## src/design/ctrl_pkg.sv

```systemverilog
package ctrl_pkg;

    // fetch sequencing.
    // IDLE waits for a credit and no hold,
    // REQ holds the read request until the memory takes it,
    // WAIT covers the read in flight.
    typedef enum logic [1:0] {
        IDLE = 2'd0,
        REQ  = 2'd1,
        WAIT = 2'd2
    } fetch_state_t;

    // decode slots granted after reset.
    localparam int MAX_CREDITS = 4;

endpackage

```

## src/design/fetch_pkg.sv

```systemverilog
package fetch_pkg;

    // datapath widths of the fetch front end.
    localparam int ADDR_W   = 32;
    localparam int INSTR_W  = 32;
    localparam int CREDIT_W = 3;

    typedef logic [ADDR_W-1:0]   addr_t;   // instruction address.
    typedef logic [INSTR_W-1:0]  instr_t;  // raw instruction word.
    typedef logic [CREDIT_W-1:0] credit_t; // decode slot count.

    // pc after reset.
    localparam addr_t RESET_PC = 32'h8000_0000;

    // sequential step for uncompressed code.
    localparam addr_t PC_STEP = 32'd4;

endpackage
```

## src/design/fetch_top.sv

```systemverilog
`timescale 1ns/1ps

module fetch_top (
    input  logic              clk,
    input  logic              rst_n,
    output logic              req_valid,
    output fetch_pkg::addr_t  req_addr,
    input  logic              req_ready,
    input  logic              rsp_valid,
    input  fetch_pkg::instr_t rsp_data,
    output logic              out_valid,
    output fetch_pkg::addr_t  out_pc,
    output fetch_pkg::instr_t out_instr,
    input  logic              credit_return,
    input  logic              redirect_valid,
    input  fetch_pkg::addr_t  redirect_pc,
    input  logic              hold
);

    logic fire;
    logic done;
    logic has_credit;
    logic drop_credit;

    // the pc register is the request address.
    pc_predict i_pc_predict (
        .clk            (clk),
        .rst_n          (rst_n),
        .fire           (fire),
        .done           (done),
        .redirect_valid (redirect_valid),
        .redirect_pc    (redirect_pc),
        .pc             (req_addr)
    );

    fetch_fsm i_fetch_fsm (
        .clk        (clk),
        .rst_n      (rst_n),
        .has_credit (has_credit),
        .hold       (hold),
        .req_ready  (req_ready),
        .rsp_valid  (rsp_valid),
        .req_valid  (req_valid),
        .fire       (fire),
        .done       (done)
    );

    credit_counter i_credit_counter (
        .clk           (clk),
        .rst_n         (rst_n),
        .fire          (fire),
        .credit_return (credit_return),
        .drop_credit   (drop_credit),
        .has_credit    (has_credit)
    );

    fetch_output i_fetch_output (
        .clk            (clk),
        .rst_n          (rst_n),
        .fire           (fire),
        .rsp_valid      (rsp_valid),
        .rsp_data       (rsp_data),
        .req_pc         (req_addr),
        .redirect_valid (redirect_valid),
        .out_valid      (out_valid),
        .out_pc         (out_pc),
        .out_instr      (out_instr),
        .drop_credit    (drop_credit)
    );

endmodule

```

## src/design/fetch_output.sv

```systemverilog
`timescale 1ns/1ps

module fetch_output (
    input  logic              clk,
    input  logic              rst_n,
    input  logic              fire,
    input  logic              rsp_valid,
    input  fetch_pkg::instr_t rsp_data,
    input  fetch_pkg::addr_t  req_pc,
    input  logic              redirect_valid,
    output logic              out_valid,
    output fetch_pkg::addr_t  out_pc,
    output fetch_pkg::instr_t out_instr,
    output logic              drop_credit
);

    fetch_pkg::addr_t cap_pc;   // address of the read in flight.
    logic             stale;
    logic             keep;

    // a redirect in the response cycle also kills the word.
    assign keep = rsp_valid & ~stale & ~redirect_valid;

    always_ff @(posedge clk or negedge rst_n) begin
        if (!rst_n) begin
            stale       <= 1'b0;
            out_valid   <= 1'b0;
            drop_credit <= 1'b0;
        end else begin
            if (fire) begin
                stale <= redirect_valid;   // redirect on the accept cycle counts.
            end else if (redirect_valid) begin
                stale <= 1'b1;
            end
            out_valid   <= keep;
            drop_credit <= rsp_valid & ~keep;  // slot goes back to the counter.
        end
    end

    always_ff @(posedge clk) begin
        if (fire) begin
            cap_pc <= req_pc;
        end
        if (keep) begin
            out_pc    <= cap_pc;
            out_instr <= rsp_data;
        end
    end

endmodule

```

## src/design/credit_counter.sv

```systemverilog
`timescale 1ns/1ps

module credit_counter (
    input  logic clk,
    input  logic rst_n,
    input  logic fire,
    input  logic credit_return,
    input  logic drop_credit,
    output logic has_credit
);

    localparam fetch_pkg::credit_t CREDIT_MAX = fetch_pkg::credit_t'(ctrl_pkg::MAX_CREDITS);

    fetch_pkg::credit_t count;
    fetch_pkg::credit_t count_up;
    fetch_pkg::credit_t count_next;

    // return and drop can land together.
    assign count_up = count + fetch_pkg::credit_t'(credit_return)
                            + fetch_pkg::credit_t'(drop_credit);

    always_comb begin
        count_next = count_up;
        if (fire && count_up != '0) begin
            count_next = count_up - 1'b1;
        end
        if (count_next > CREDIT_MAX) begin
            count_next = CREDIT_MAX;       // clip at the granted depth.
        end
    end

    always_ff @(posedge clk or negedge rst_n) begin
        if (!rst_n) begin
            count <= CREDIT_MAX;
        end else begin
            count <= count_next;
        end
    end

    assign has_credit = (count != '0);

endmodule

```

## src/design/fetch_fsm.sv

```systemverilog
`timescale 1ns/1ps

module fetch_fsm (
    input  logic clk,
    input  logic rst_n,
    input  logic has_credit,
    input  logic hold,
    input  logic req_ready,
    input  logic rsp_valid,
    output logic req_valid,
    output logic fire,
    output logic done
);

    ctrl_pkg::fetch_state_t state;
    ctrl_pkg::fetch_state_t state_next;
    logic                   can_start;

    // a new read needs a free decode slot and no hold.
    assign can_start = has_credit & ~hold;

    always_comb begin
        state_next = state;
        unique case (state)
            ctrl_pkg::IDLE: begin
                if (can_start) begin
                    state_next = ctrl_pkg::REQ;
                end
            end
            ctrl_pkg::REQ: begin
                // stays raised until the memory takes it.
                if (req_ready) begin
                    state_next = ctrl_pkg::WAIT;
                end
            end
            ctrl_pkg::WAIT: begin
                if (rsp_valid) begin
                    state_next = ctrl_pkg::IDLE;
                end
            end
            default: begin
                state_next = ctrl_pkg::IDLE;
            end
        endcase
    end

    always_ff @(posedge clk or negedge rst_n) begin
        if (!rst_n) begin
            state <= ctrl_pkg::IDLE;
        end else begin
            state <= state_next;
        end
    end

    assign req_valid = (state == ctrl_pkg::REQ);
    assign fire      = req_valid & req_ready;                     // request accepted.
    assign done      = (state == ctrl_pkg::WAIT) & rsp_valid;     // one response per read.

endmodule

```

## src/design/pc_predict.sv

```systemverilog
`timescale 1ns/1ps

module pc_predict #(
    parameter fetch_pkg::addr_t reset_pc = fetch_pkg::RESET_PC
) (
    input  logic             clk,
    input  logic             rst_n,
    input  logic             fire,
    input  logic             done,
    input  logic             redirect_valid,
    input  fetch_pkg::addr_t redirect_pc,
    output fetch_pkg::addr_t pc
);

    logic             busy;        // read accepted, response not yet seen.
    logic             pend_valid;
    fetch_pkg::addr_t pend_pc;     // redirect target held for done.
    fetch_pkg::addr_t pc_next;
    logic             in_flight;

    // the accepting cycle already used the old pc.
    assign in_flight = busy | fire;

    always_comb begin
        pc_next = pc;
        if (done) begin
            if (redirect_valid) begin
                pc_next = redirect_pc;     // newest redirect wins.
            end else if (pend_valid) begin
                pc_next = pend_pc;
            end else begin
                pc_next = pc + fetch_pkg::PC_STEP;
            end
        end else if (redirect_valid && !in_flight) begin
            // nothing accepted yet so retarget right away.
            pc_next = redirect_pc;
        end
    end

    always_ff @(posedge clk or negedge rst_n) begin
        if (!rst_n) begin
            pc         <= reset_pc;
            busy       <= 1'b0;
            pend_valid <= 1'b0;
        end else begin
            pc <= pc_next;
            if (fire) begin
                busy <= 1'b1;
            end else if (done) begin
                busy <= 1'b0;
            end
            if (done) begin
                pend_valid <= 1'b0;
            end else if (redirect_valid && in_flight) begin
                pend_valid <= 1'b1;
            end
        end
    end

    // target of a redirect seen while a read is out.
    always_ff @(posedge clk) begin
        if (redirect_valid && in_flight && !done) begin
            pend_pc <= redirect_pc;
        end
    end

endmodule

```

## config.mk

```make
export PLATFORM = sky130hd
export DESIGN_NAME = fetch_top
export DESIGN_NICKNAME = d
export VERILOG_FILES = /design/src/design/ctrl_pkg.sv /design/src/design/fetch_pkg.sv /design/src/design/fetch_top.sv /design/src/design/fetch_output.sv /design/src/design/credit_counter.sv /design/src/design/fetch_fsm.sv /design/src/design/pc_predict.sv
export SDC_FILE = /design/constraint.sdc
export NUM_CORES = 1
export LEC_CHECK = 0
export BUFFER_PORTS_ARGS = -buffer_cell sky130_fd_sc_hd__buf_4
export CORE_UTILIZATION = 57
export DETAILED_ROUTE_END_ITERATION = 12
export HOLD_SLACK_MARGIN = 0.08
export PLACE_DENSITY = 0.93
export SYNTH_ARGS = -nofsm -noshare
export SYNTH_HDL_FRONTEND = slang
export SYNTH_SLANG_ARGS = --single-unit
```

## constraint.sdc

```tcl
create_clock -name clk -period 12.6 [get_ports clk]
set_input_delay 1.26 -clock clk [delete_from_list [all_inputs] [get_ports clk]]
set_output_delay 1.26 -clock clk [all_outputs]
set_load 0.02 [all_outputs]
```

==> key figures, run 1 <==
Synthesis
  • Net count after synthesis: ~540
  • #FFs+latches synth: 170
  • Synthesized area: about 6700 um2
  • Sequential share of the synthesized area: 72.9%
  • Ys flop type: edfxtp_1
  • EDFF count, synth: 128
  • Asr flop ratio synth: 24.7%
  • Syn_area_per_cell: around 15 um2
  • Yosys warning count: 0
  • Synth Instances: 460
  • Netlist cell types: 54

Timing
  • Final worst path period share: 26.3%
  • Final Hold Fails: 0
  • Worst-Margin Slew: approximately 1.3 ns
  • Worst clock skew: 0.00972 ns
  • Endpoints failing setup: 0
  • Setup TNS: 0 ns
  • Final Critical Period: 3.31 ns
  • Max Freq: 302 MHz
  • Fin Hold WS: 0.415 ns
  • RSZ-0062 raised after global routing: no
  • Final worst slack: ~9.3 ns
  • Max_slew headroom: approximately 13%
  • Slew Viols, Final: 0

Drt
  • DR DRC count: 0
  • 1st-iter DRT viols: 519
  • WL met3: approximately 1400 um
  • Initial DRT Pass Iterations: 5
  • DRT Wirelength: 15100 um
  • Vias/cell: slightly above 6
  • Final ANT Viol Nets: 0
  • WL/cell: slightly below 20 um
  • Via Count: 4723
  • Met2 wire length: ~7700 um
  • Highest Signal Layer: met4
  • Routed length on met1: 5660 um

Run
  • Max-cap violations: 0

Layout
  • Post-layout util: 75.2%
  • Layout cell share with drive strength beyond 1: 33.9%
  • Area growth from synthesis to layout: 28.3%
  • N_diodes: 0
  • Final-stage net count: 703

Power and ir drop
  • Power Density: 216 nW/um2
  • Leak Pwr: around 3.4 nW
  • Peak supply drop: 0.148 mV
  • Pwr Total: 1.86 mW

Worst hold path
  • Hold endpoint: i_fetch_output.out_pc[19]
  • Hold path startpoint: i_fetch_output.cap_pc[19]
  • Worst hold path type: flop to flop
  • Hold depth: 0

Worst setup path
  • WP data arrival: 3.63 ns
  • Worst r2r src: i_pc_predict.busy
  • R2R Setup Slk: 10.08 ns
  • Crit Path Class: primary input to flop
  • Worst R2R End: i_pc_predict.pc[0]
  • Max FO, Critical Path: 40
  • R2R cell count: 5
  • CP required: roughly 13 ns
  • Setup crit end kind: flop
  • CP Launch Type: primary input

CTS
  • Clk Latency, worst-skew pair: 0.43 ns
  • Post-CTS Setup Inserts: 0
  • Sink Count: 170
  • CTS root buf: clkbuf_16
  • Worst-path clk slew: approximately 0.070 ns
  • H-tree depth: 4
  • # resized after CTS: 0
  • CTS tree: yes
  • Largest buffer count on any clock path: 2
  • CTS buffer count: 17
  • Hold buffers post-CTS: 0

Floorplanning
  • Die X: 111 um
  • Die Area: 12200 um2
  • # rows: 39
  • Ports: 169
  • Core area: 11500 um2
  • Die outline height: 111 um
  • Starting Density: 58.6%

Global routing
  • GRT overflow: 0
  • Antenna violations before repair: 0
  • Gr usage total: 25.7%
  • Vias in the first global route: 4793
  • Global-route wire length before repair: about 24000 um
  • Largest net degree at the start of global routing: 67

Place
  • Setup WS pre-CTS: roughly 9.0 ns
  • Routability Congestion: 0.866
  • Post-DP HPWL: 9890 um
  • Number of port buffers: 168

Outcome
  • Status: finished, final reports clean
## area by class of cell
type / instances / area [um2]
well taps: 143 / 179
clock inverters: 13 / 95.1
inverters: 8 / 30.0
fillers: 667 / 2840
clock buffers: 19 / 433
repair buffers: 173 / 1300
flip-flops and latches: 170 / 4900
multi-input cells: 257 / 1690
## critical path, stage by stage
cell and delay (ns):
buf_4 0.37, nand2b_1 0.14, or2_1 0.26, nand2_1 0.83, o21ai_0 0.37, mux2_2 0.37
## cell usage after synthesis (7+ instances only)
master / number / share of area, %
inv_1: 8 / 0.45
edfxtp_1: 128 / 57
xnor2_1: 14 / 1.8
nor3_1: 9 / 0.67
dfrtp_1: 40 / 15
nand2b_1: 7 / 0.65
nor2_1: 22 / 1.2
nand3_1: 15 / 1.1
clkbuf_1: 12 / 0.67
o22ai_1: 8 / 0.74
o21ai_0: 14 / 1.0
a21oi_1: 23 / 1.7
a32oi_1: 11 / 1.4
o211ai_1: 9 / 1.0
nand4_1: 11 / 1.0
xor2_1: 8 / 1.0
mux2i_1: 8 / 1.2
buf_2: 12 / 0.89
nand2_1: 34 / 1.9
## state kept, by name, summed over array words and instances (netlist names)
register	count
i_fetch_output.out_valid	1
i_fetch_output.stale	1
i_pc_predict.pc	32
i_fetch_output.drop_credit	1
i_fetch_output.out_pc	32
i_credit_counter.count	3
i_pc_predict.pend_valid	1
i_pc_predict.pend_pc	32
i_fetch_fsm.state	2
i_pc_predict.busy	1
i_fetch_output.out_instr	32
i_fetch_output.cap_pc	32
## cells in the final DEF (no fill, tap or decap), types with 3 or more instances in the layout
cell	n
o22ai_1	8
nor3_2	3
clkinv_2	4
o211ai_1	9
nand2_1	34
xor2_1	8
dfrtp_1	40
a211oi_1	3
nor2_1	22
o211ai_2	3
clkbuf_16	17
and2_1	6
inv_6	4
mux2i_1	8
a21oi_1	23
and3_1	4
buf_4	173
nor2b_1	5
nand2b_1	7
inv_1	8
o21ai_0	14
edfxtp_1	128
nand4_1	11
a32oi_1	11
clkinvlp_4	3
a221oi_1	5
nor3_1	9
ha_1	4
nand3_1	15
xnor2_1	14
## routing by layer
metal  vias up  global-route usage [%]
li1       2080                       -
met1      2271                    32.1
met2       330                    43.1
met3        42                    6.53
met4         0                    10.7
met5         -                       0
## cells by family (layout without fill, tap and decap cells)
family          Yosys count  count (layout)  share of synthesized area, %
compound gates           89              89                          9.10
xor+xnor                 22              22                          2.87
fa+ha+maj                 5               5                          1.04
buf+inv                  33             213                          2.07
flops                   170             170                          72.9
mux                      10              10                          1.53
simple gates            131             131                          10.5
## through the flow
| step | instance area, um2 | cells |
|---|---|---|
| floorplan | 6720 | 460 |
| global placement | 8100 | 751 |
| detailed placement | 8100 | 751 |
| CTS | 8620 | 783 |
| global route | 8620 | 783 |
| finish | 8620 | 783 |
## where the power goes
group	switching, mW	internal, mW	total [mW]
clock	0.214	0.253	0.467
sequential	0.136	0.748	0.884
combinational	0.300	0.214	0.514
total	0.650	1.21	1.86
## how the worst max path moves through the flow
stage                         startpoint                  endpoint  slack (ns)  cells past startpoint
final                     redirect_valid        i_pc_predict.pc[0]        9.29                      6
after global routing      redirect_valid        i_pc_predict.pc[0]        9.21                      6
after CTS                 redirect_valid        i_pc_predict.pc[0]        9.40                      6
after detailed placement  redirect_valid        i_pc_predict.pc[0]        8.99                      6
after global placement    redirect_valid        i_pc_predict.pc[1]        9.15                      6
after floorplan           redirect_valid  i_fetch_output.out_valid        5.73                      2
No activity file was read; power rests on OpenSTA's default activity.
==> run 2, diff against run 1 <==
--- a/config.mk
+++ b/config.mk
@@ -5,11 +5,12 @@
 export SDC_FILE = /design/constraint.sdc
 export NUM_CORES = 1
 export LEC_CHECK = 0
+export ABC_AREA = 1
 export BUFFER_PORTS_ARGS = -buffer_cell sky130_fd_sc_hd__buf_4
-export CORE_UTILIZATION = 57
+export CORE_UTILIZATION = 53
 export DETAILED_ROUTE_END_ITERATION = 12
 export HOLD_SLACK_MARGIN = 0.08
-export PLACE_DENSITY = 0.93
+export PLACE_DENSITY = 0.87
 export SYNTH_ARGS = -nofsm -noshare
 export SYNTH_HDL_FRONTEND = slang
 export SYNTH_SLANG_ARGS = --single-unit
==> constraint.sdc (replaced) <==
create_clock -name clk -period 3.3 [get_ports clk]
set_input_delay 0.33 -clock clk [delete_from_list [all_inputs] [get_ports clk]]
set_output_delay 0.33 -clock clk [all_outputs]
set_load 0.02 [all_outputs]
==> key figures, run 2 <==
CTS
  • CTS buffer count: 17 (unchanged)
  • Largest buffer count on any clock path: 2 (unchanged)
  • H-tree depth: 4 (unchanged)
  • CTS tree: yes (unchanged)
  • Clk Latency, worst-skew pair: 0.43 ns (about the same)
  • CTS root buf: clkbuf_16 (unchanged)
  • Sink Count: 170 (unchanged)
  • Worst-path clk slew: 0.07 ns (about the same)

Layout
  • Layout cell share with drive strength beyond 1: 26.8% (was 33.9%)
  • Final-stage net count: 925 (was 703)
  • Area growth from synthesis to layout: 34.6% (was 28.3%)
  • Register area: 4900 um2 (unchanged)
  • Area occupied by multi-input gates: 1880 um2 (was 1690 um2)
  • Leading cell type in the layout, fill and taps excluded: buf_4 (unchanged)
  • N_diodes: 0 (unchanged)
  • Post-route cell area: 9460 um2 (was 8620 um2)
  • Commonest non-fill, non-tap cells in the layout: buf_4, nor2_1, edfxtp_1 (was buf_4, edfxtp_1, dfrtp_1)
  • Filler instances: 808 (was 667)

Synthesis
  • Most frequent cell after synthesis: nor2_1 (was edfxtp_1)
  • Yosys warning count: 0 (unchanged)
  • Sequential share of the synthesized area: 69.7% (was 72.9%)
  • EDFF count, synth: 128 (unchanged)
  • Synth Instances: 634 (was 460)
  • Area contributors post-synth: edfxtp_1, dfrtp_1, nor2_1, nand2_1, a21oi_1 (was edfxtp_1, dfrtp_1, nand2_1, xnor2_1, a21oi_1)
  • Top cells by count, synth: nor2_1, edfxtp_1, nand2_1 (was edfxtp_1, dfrtp_1, nand2_1)
  • #FFs+latches synth: 170 (unchanged)
  • Synth area leader: edfxtp_1 (unchanged)
  • Yosys top cell area share: 54.7% (was 57.2%)
  • Netlist cell types: 34 (was 54)
  • Ys flop type: edfxtp_1 (unchanged)
  • Synthesized area: 7030 um2 (was 6720 um2)
  • Net count after synthesis: 710 (was 536)
  • Syn_area_per_cell: 11.1 um2 (was 14.6 um2)
  • Asr flop ratio synth: 24.7% (unchanged)

Timing
  • Slew Viols, Final: 0 (unchanged)
  • Max Freq: ~450 MHz
  • Setup TNS: 0 ns (unchanged)
  • RSZ-0062 raised after global routing: no (unchanged)
  • Endpoints failing setup: 0 (unchanged)
  • Max_slew headroom: 46.0% (was 12.6%)
  • Final worst path period share: 67.3%
  • Worst-Margin Slew: 0.810 ns (was 1.31 ns)
  • Worst clock skew: 0.0156 ns (was 0.00972 ns)
  • Final Critical Period: 2.22 ns
  • Final Hold Fails: 0 (unchanged)

Floorplanning
  • Starting Density: 55.0% (was 58.6%)
  • Die X: 117 um (was 111 um)
  • Die Area: 13700 um2 (was 12200 um2)
  • Ports: 169 (unchanged)
  • Die outline height: 117 um (was 111 um)
  • Core area: 12800 um2 (was 11500 um2)
  • # rows: 41 (was 39)

Worst setup path
  • R2R cell count: 8 (was 5)
  • Setup crit end kind: flop (unchanged)
  • Worst path buffer plus inverter count: 1 (unchanged)
  • Crit path max-delay family: adder cells (was simple AND/OR/NAND/NOR gates)
  • Crit path max-delay cell type: fa_1 (was nand2_1)
  • CP Depth: 8 (was 6)
  • Worst path cell trace: fa_1 > ha_1 > inv_1 > ha_1 > ha_1 > or2_2 > o21ai_2 > nor2_1 (was buf_4 > nand2b_1 > or2_1 > nand2_1 > o21ai_0 > mux2_2)
  • CP required: 3.62 ns (was 12.92 ns)
  • Max incr delay on CP: 0.40 ns (was 0.83 ns)
  • CP Launch Type: flop (was primary input)
  • Max FO, Critical Path: 5 (was 40)
  • Crit Path Class: flop to flop (was primary input to flop)
  • Most used cell, CP: ha_1
  • WP data arrival: 2.54 ns (was 3.63 ns)

Drt
  • DR DRC count: 0 (unchanged)
  • Initial DRT Pass Iterations: 5 (unchanged)
  • Final ANT Viol Nets: 0 (unchanged)
  • 1st-iter DRT viols: 439 (was 519)
  • Vias/cell: 5.27 (was 6.03)
  • WL/cell: 16.3 um (was 19.3 um)
  • Via Count: 5452 (was 4723)
  • DRT Wirelength: 16800 um (was 15100 um)

Global routing
  • M2 GR Usage: 44.0% (was 43.1%)
  • Largest net degree at the start of global routing: 66 (was 67)
  • Vias in the first global route: 5175 (was 4793)
  • Met3 usage: 6.59% (was 6.53%)
  • GRT overflow: 0 (unchanged)
  • Routing usage on met1: 30.9% (was 32.1%)
  • Global-route wire length before repair: 25900 um (was 24200 um)
  • Gr usage total: 25.8% (was 25.7%)
  • Antenna violations before repair: 0 (unchanged)
  • Busiest layer in global routing: met2 (unchanged)

Outcome
  • Status: finished, final reports clean (unchanged)

Place
  • Number of port buffers: 168 (unchanged)
  • Post-DP Area: 8450 um2 (was 8100 um2)
  • Post-DP HPWL: 10500 um (was 9890 um)
  • Routability Congestion: 0.905 (was 0.866)

Power and ir drop
  • Leak Pwr: 3.87 nW (was 3.36 nW)
  • Peak supply drop: 0.410 mV (was 0.148 mV)
  • Power Density: 799 nW/um2 (was 216 nW/um2)

Worst hold path
  • Worst hold path type: primary input to flop (was flop to flop)
  • Hold depth: 1 (was 0)

Run
  • Max-cap violations: 0 (unchanged)
==> run 2: final timing paths <==
| path | from | end | slack, ns |
|---|---|---|---|
| setup reg to reg | i_fetch_output.drop_credit | i_credit_counter.count[0] | 1.08 |
| setup / recovery | i_fetch_output.drop_credit | i_credit_counter.count[0] | 1.08 |
| hold reg to reg | i_fetch_output.cap_pc[5] | i_fetch_output.out_pc[5] | 0.42 |
| hold / removal | redirect_pc[29] | i_pc_predict.pend_pc[29] | 0.09 |
| max in group asynchronous | rst_n | i_pc_predict.pc[5] | 2.45 |
| min in group asynchronous | rst_n | i_pc_predict.pc[23] | 0.44 |
==> run 2: cell type report <==
type / count / area share, %
clock buffers: 17 / 4.50
clock inverters: 15 / 1.71
inverters: 43 / 1.71
multi-input cells: 402 / 19.8
flip-flops and latches: 170 / 51.8
well taps: 172 / 2.28
repair buffers: 215 / 18.2
==> run 2: worst reg2reg max path, cell delays in order, from the launching register on <==
cell and delay (ns):
dfrtp_1 0.39, fa_1 0.40, ha_1 0.31, inv_1 0.05, ha_1 0.19, ha_1 0.19, or2_2 0.34, o21ai_2 0.16
nor2_1 0.07
==> run 2: timing repair <==
action                                 CTS  global route
setup buffers                            0             0
setup endpoints to repair                0             0
resized for setup                        0             0
hold buffers                            41             1
endpoints found under the hold margin   80             1
==> run 2: cells by family (layout without fill, tap and decap cells) <==
| family | after synthesis | count (layout) | synth area share (%) |
|---|---|---|---|
| AO/OA/AOI/OAI | 87 | 87 | 7.21 |
| XOR/XNOR | 6 | 6 | 0.748 |
| adder cells (fa/ha/maj) | 5 | 5 | 0.997 |
| buffers and inverters | 62 | 290 | 3.79 |
| flip-flops | 170 | 170 | 69.7 |
| AND/OR/NAND/NOR | 304 | 304 | 17.5 |
==> run 2: where the power goes <==
part / switching, mW / leakage [nW] / internal [mW]
Clock: 0.883 / 0.277 / 1.07
Combinational: 1.40 / 1.93 / 0.843
Sequential: 0.479 / 1.66 / 2.88
Total: 2.76 / 3.87 / 4.79
==> run 2: per-layer routing <==
| metal | vias to the layer above | share of wire (%) |
|---|---|---|
| met5 | - | 0 |
| met2 | 268 | 50 |
| met1 | 2554 | 39 |
| met4 | 0 | 2.6 |
| met3 | 44 | 8.4 |
| li1 | 2586 | - |
==> run 2: stage by stage <==
| step | hold slack, ns | total power [mW] | std cells | worst slack [ns] | utilization (%) |
|---|---|---|---|---|---|
| after floorplan | 0.0344 | 4.69 | 634 | 0.579 | - |
| after global placement | 0.362 | 5.46 | 960 | 1.06 | 66.1 |
| after detailed placement | 0.369 | 5.55 | 960 | 0.971 | 66.1 |
| after CTS | 0.0804 | 7.55 | 1033 | 1.07 | 73.9 |
| after global routing | 0.0832 | 7.96 | 1034 | 0.909 | 74.0 |
| final | 0.0886 | 7.55 | 1034 | 1.08 | 74.0 |
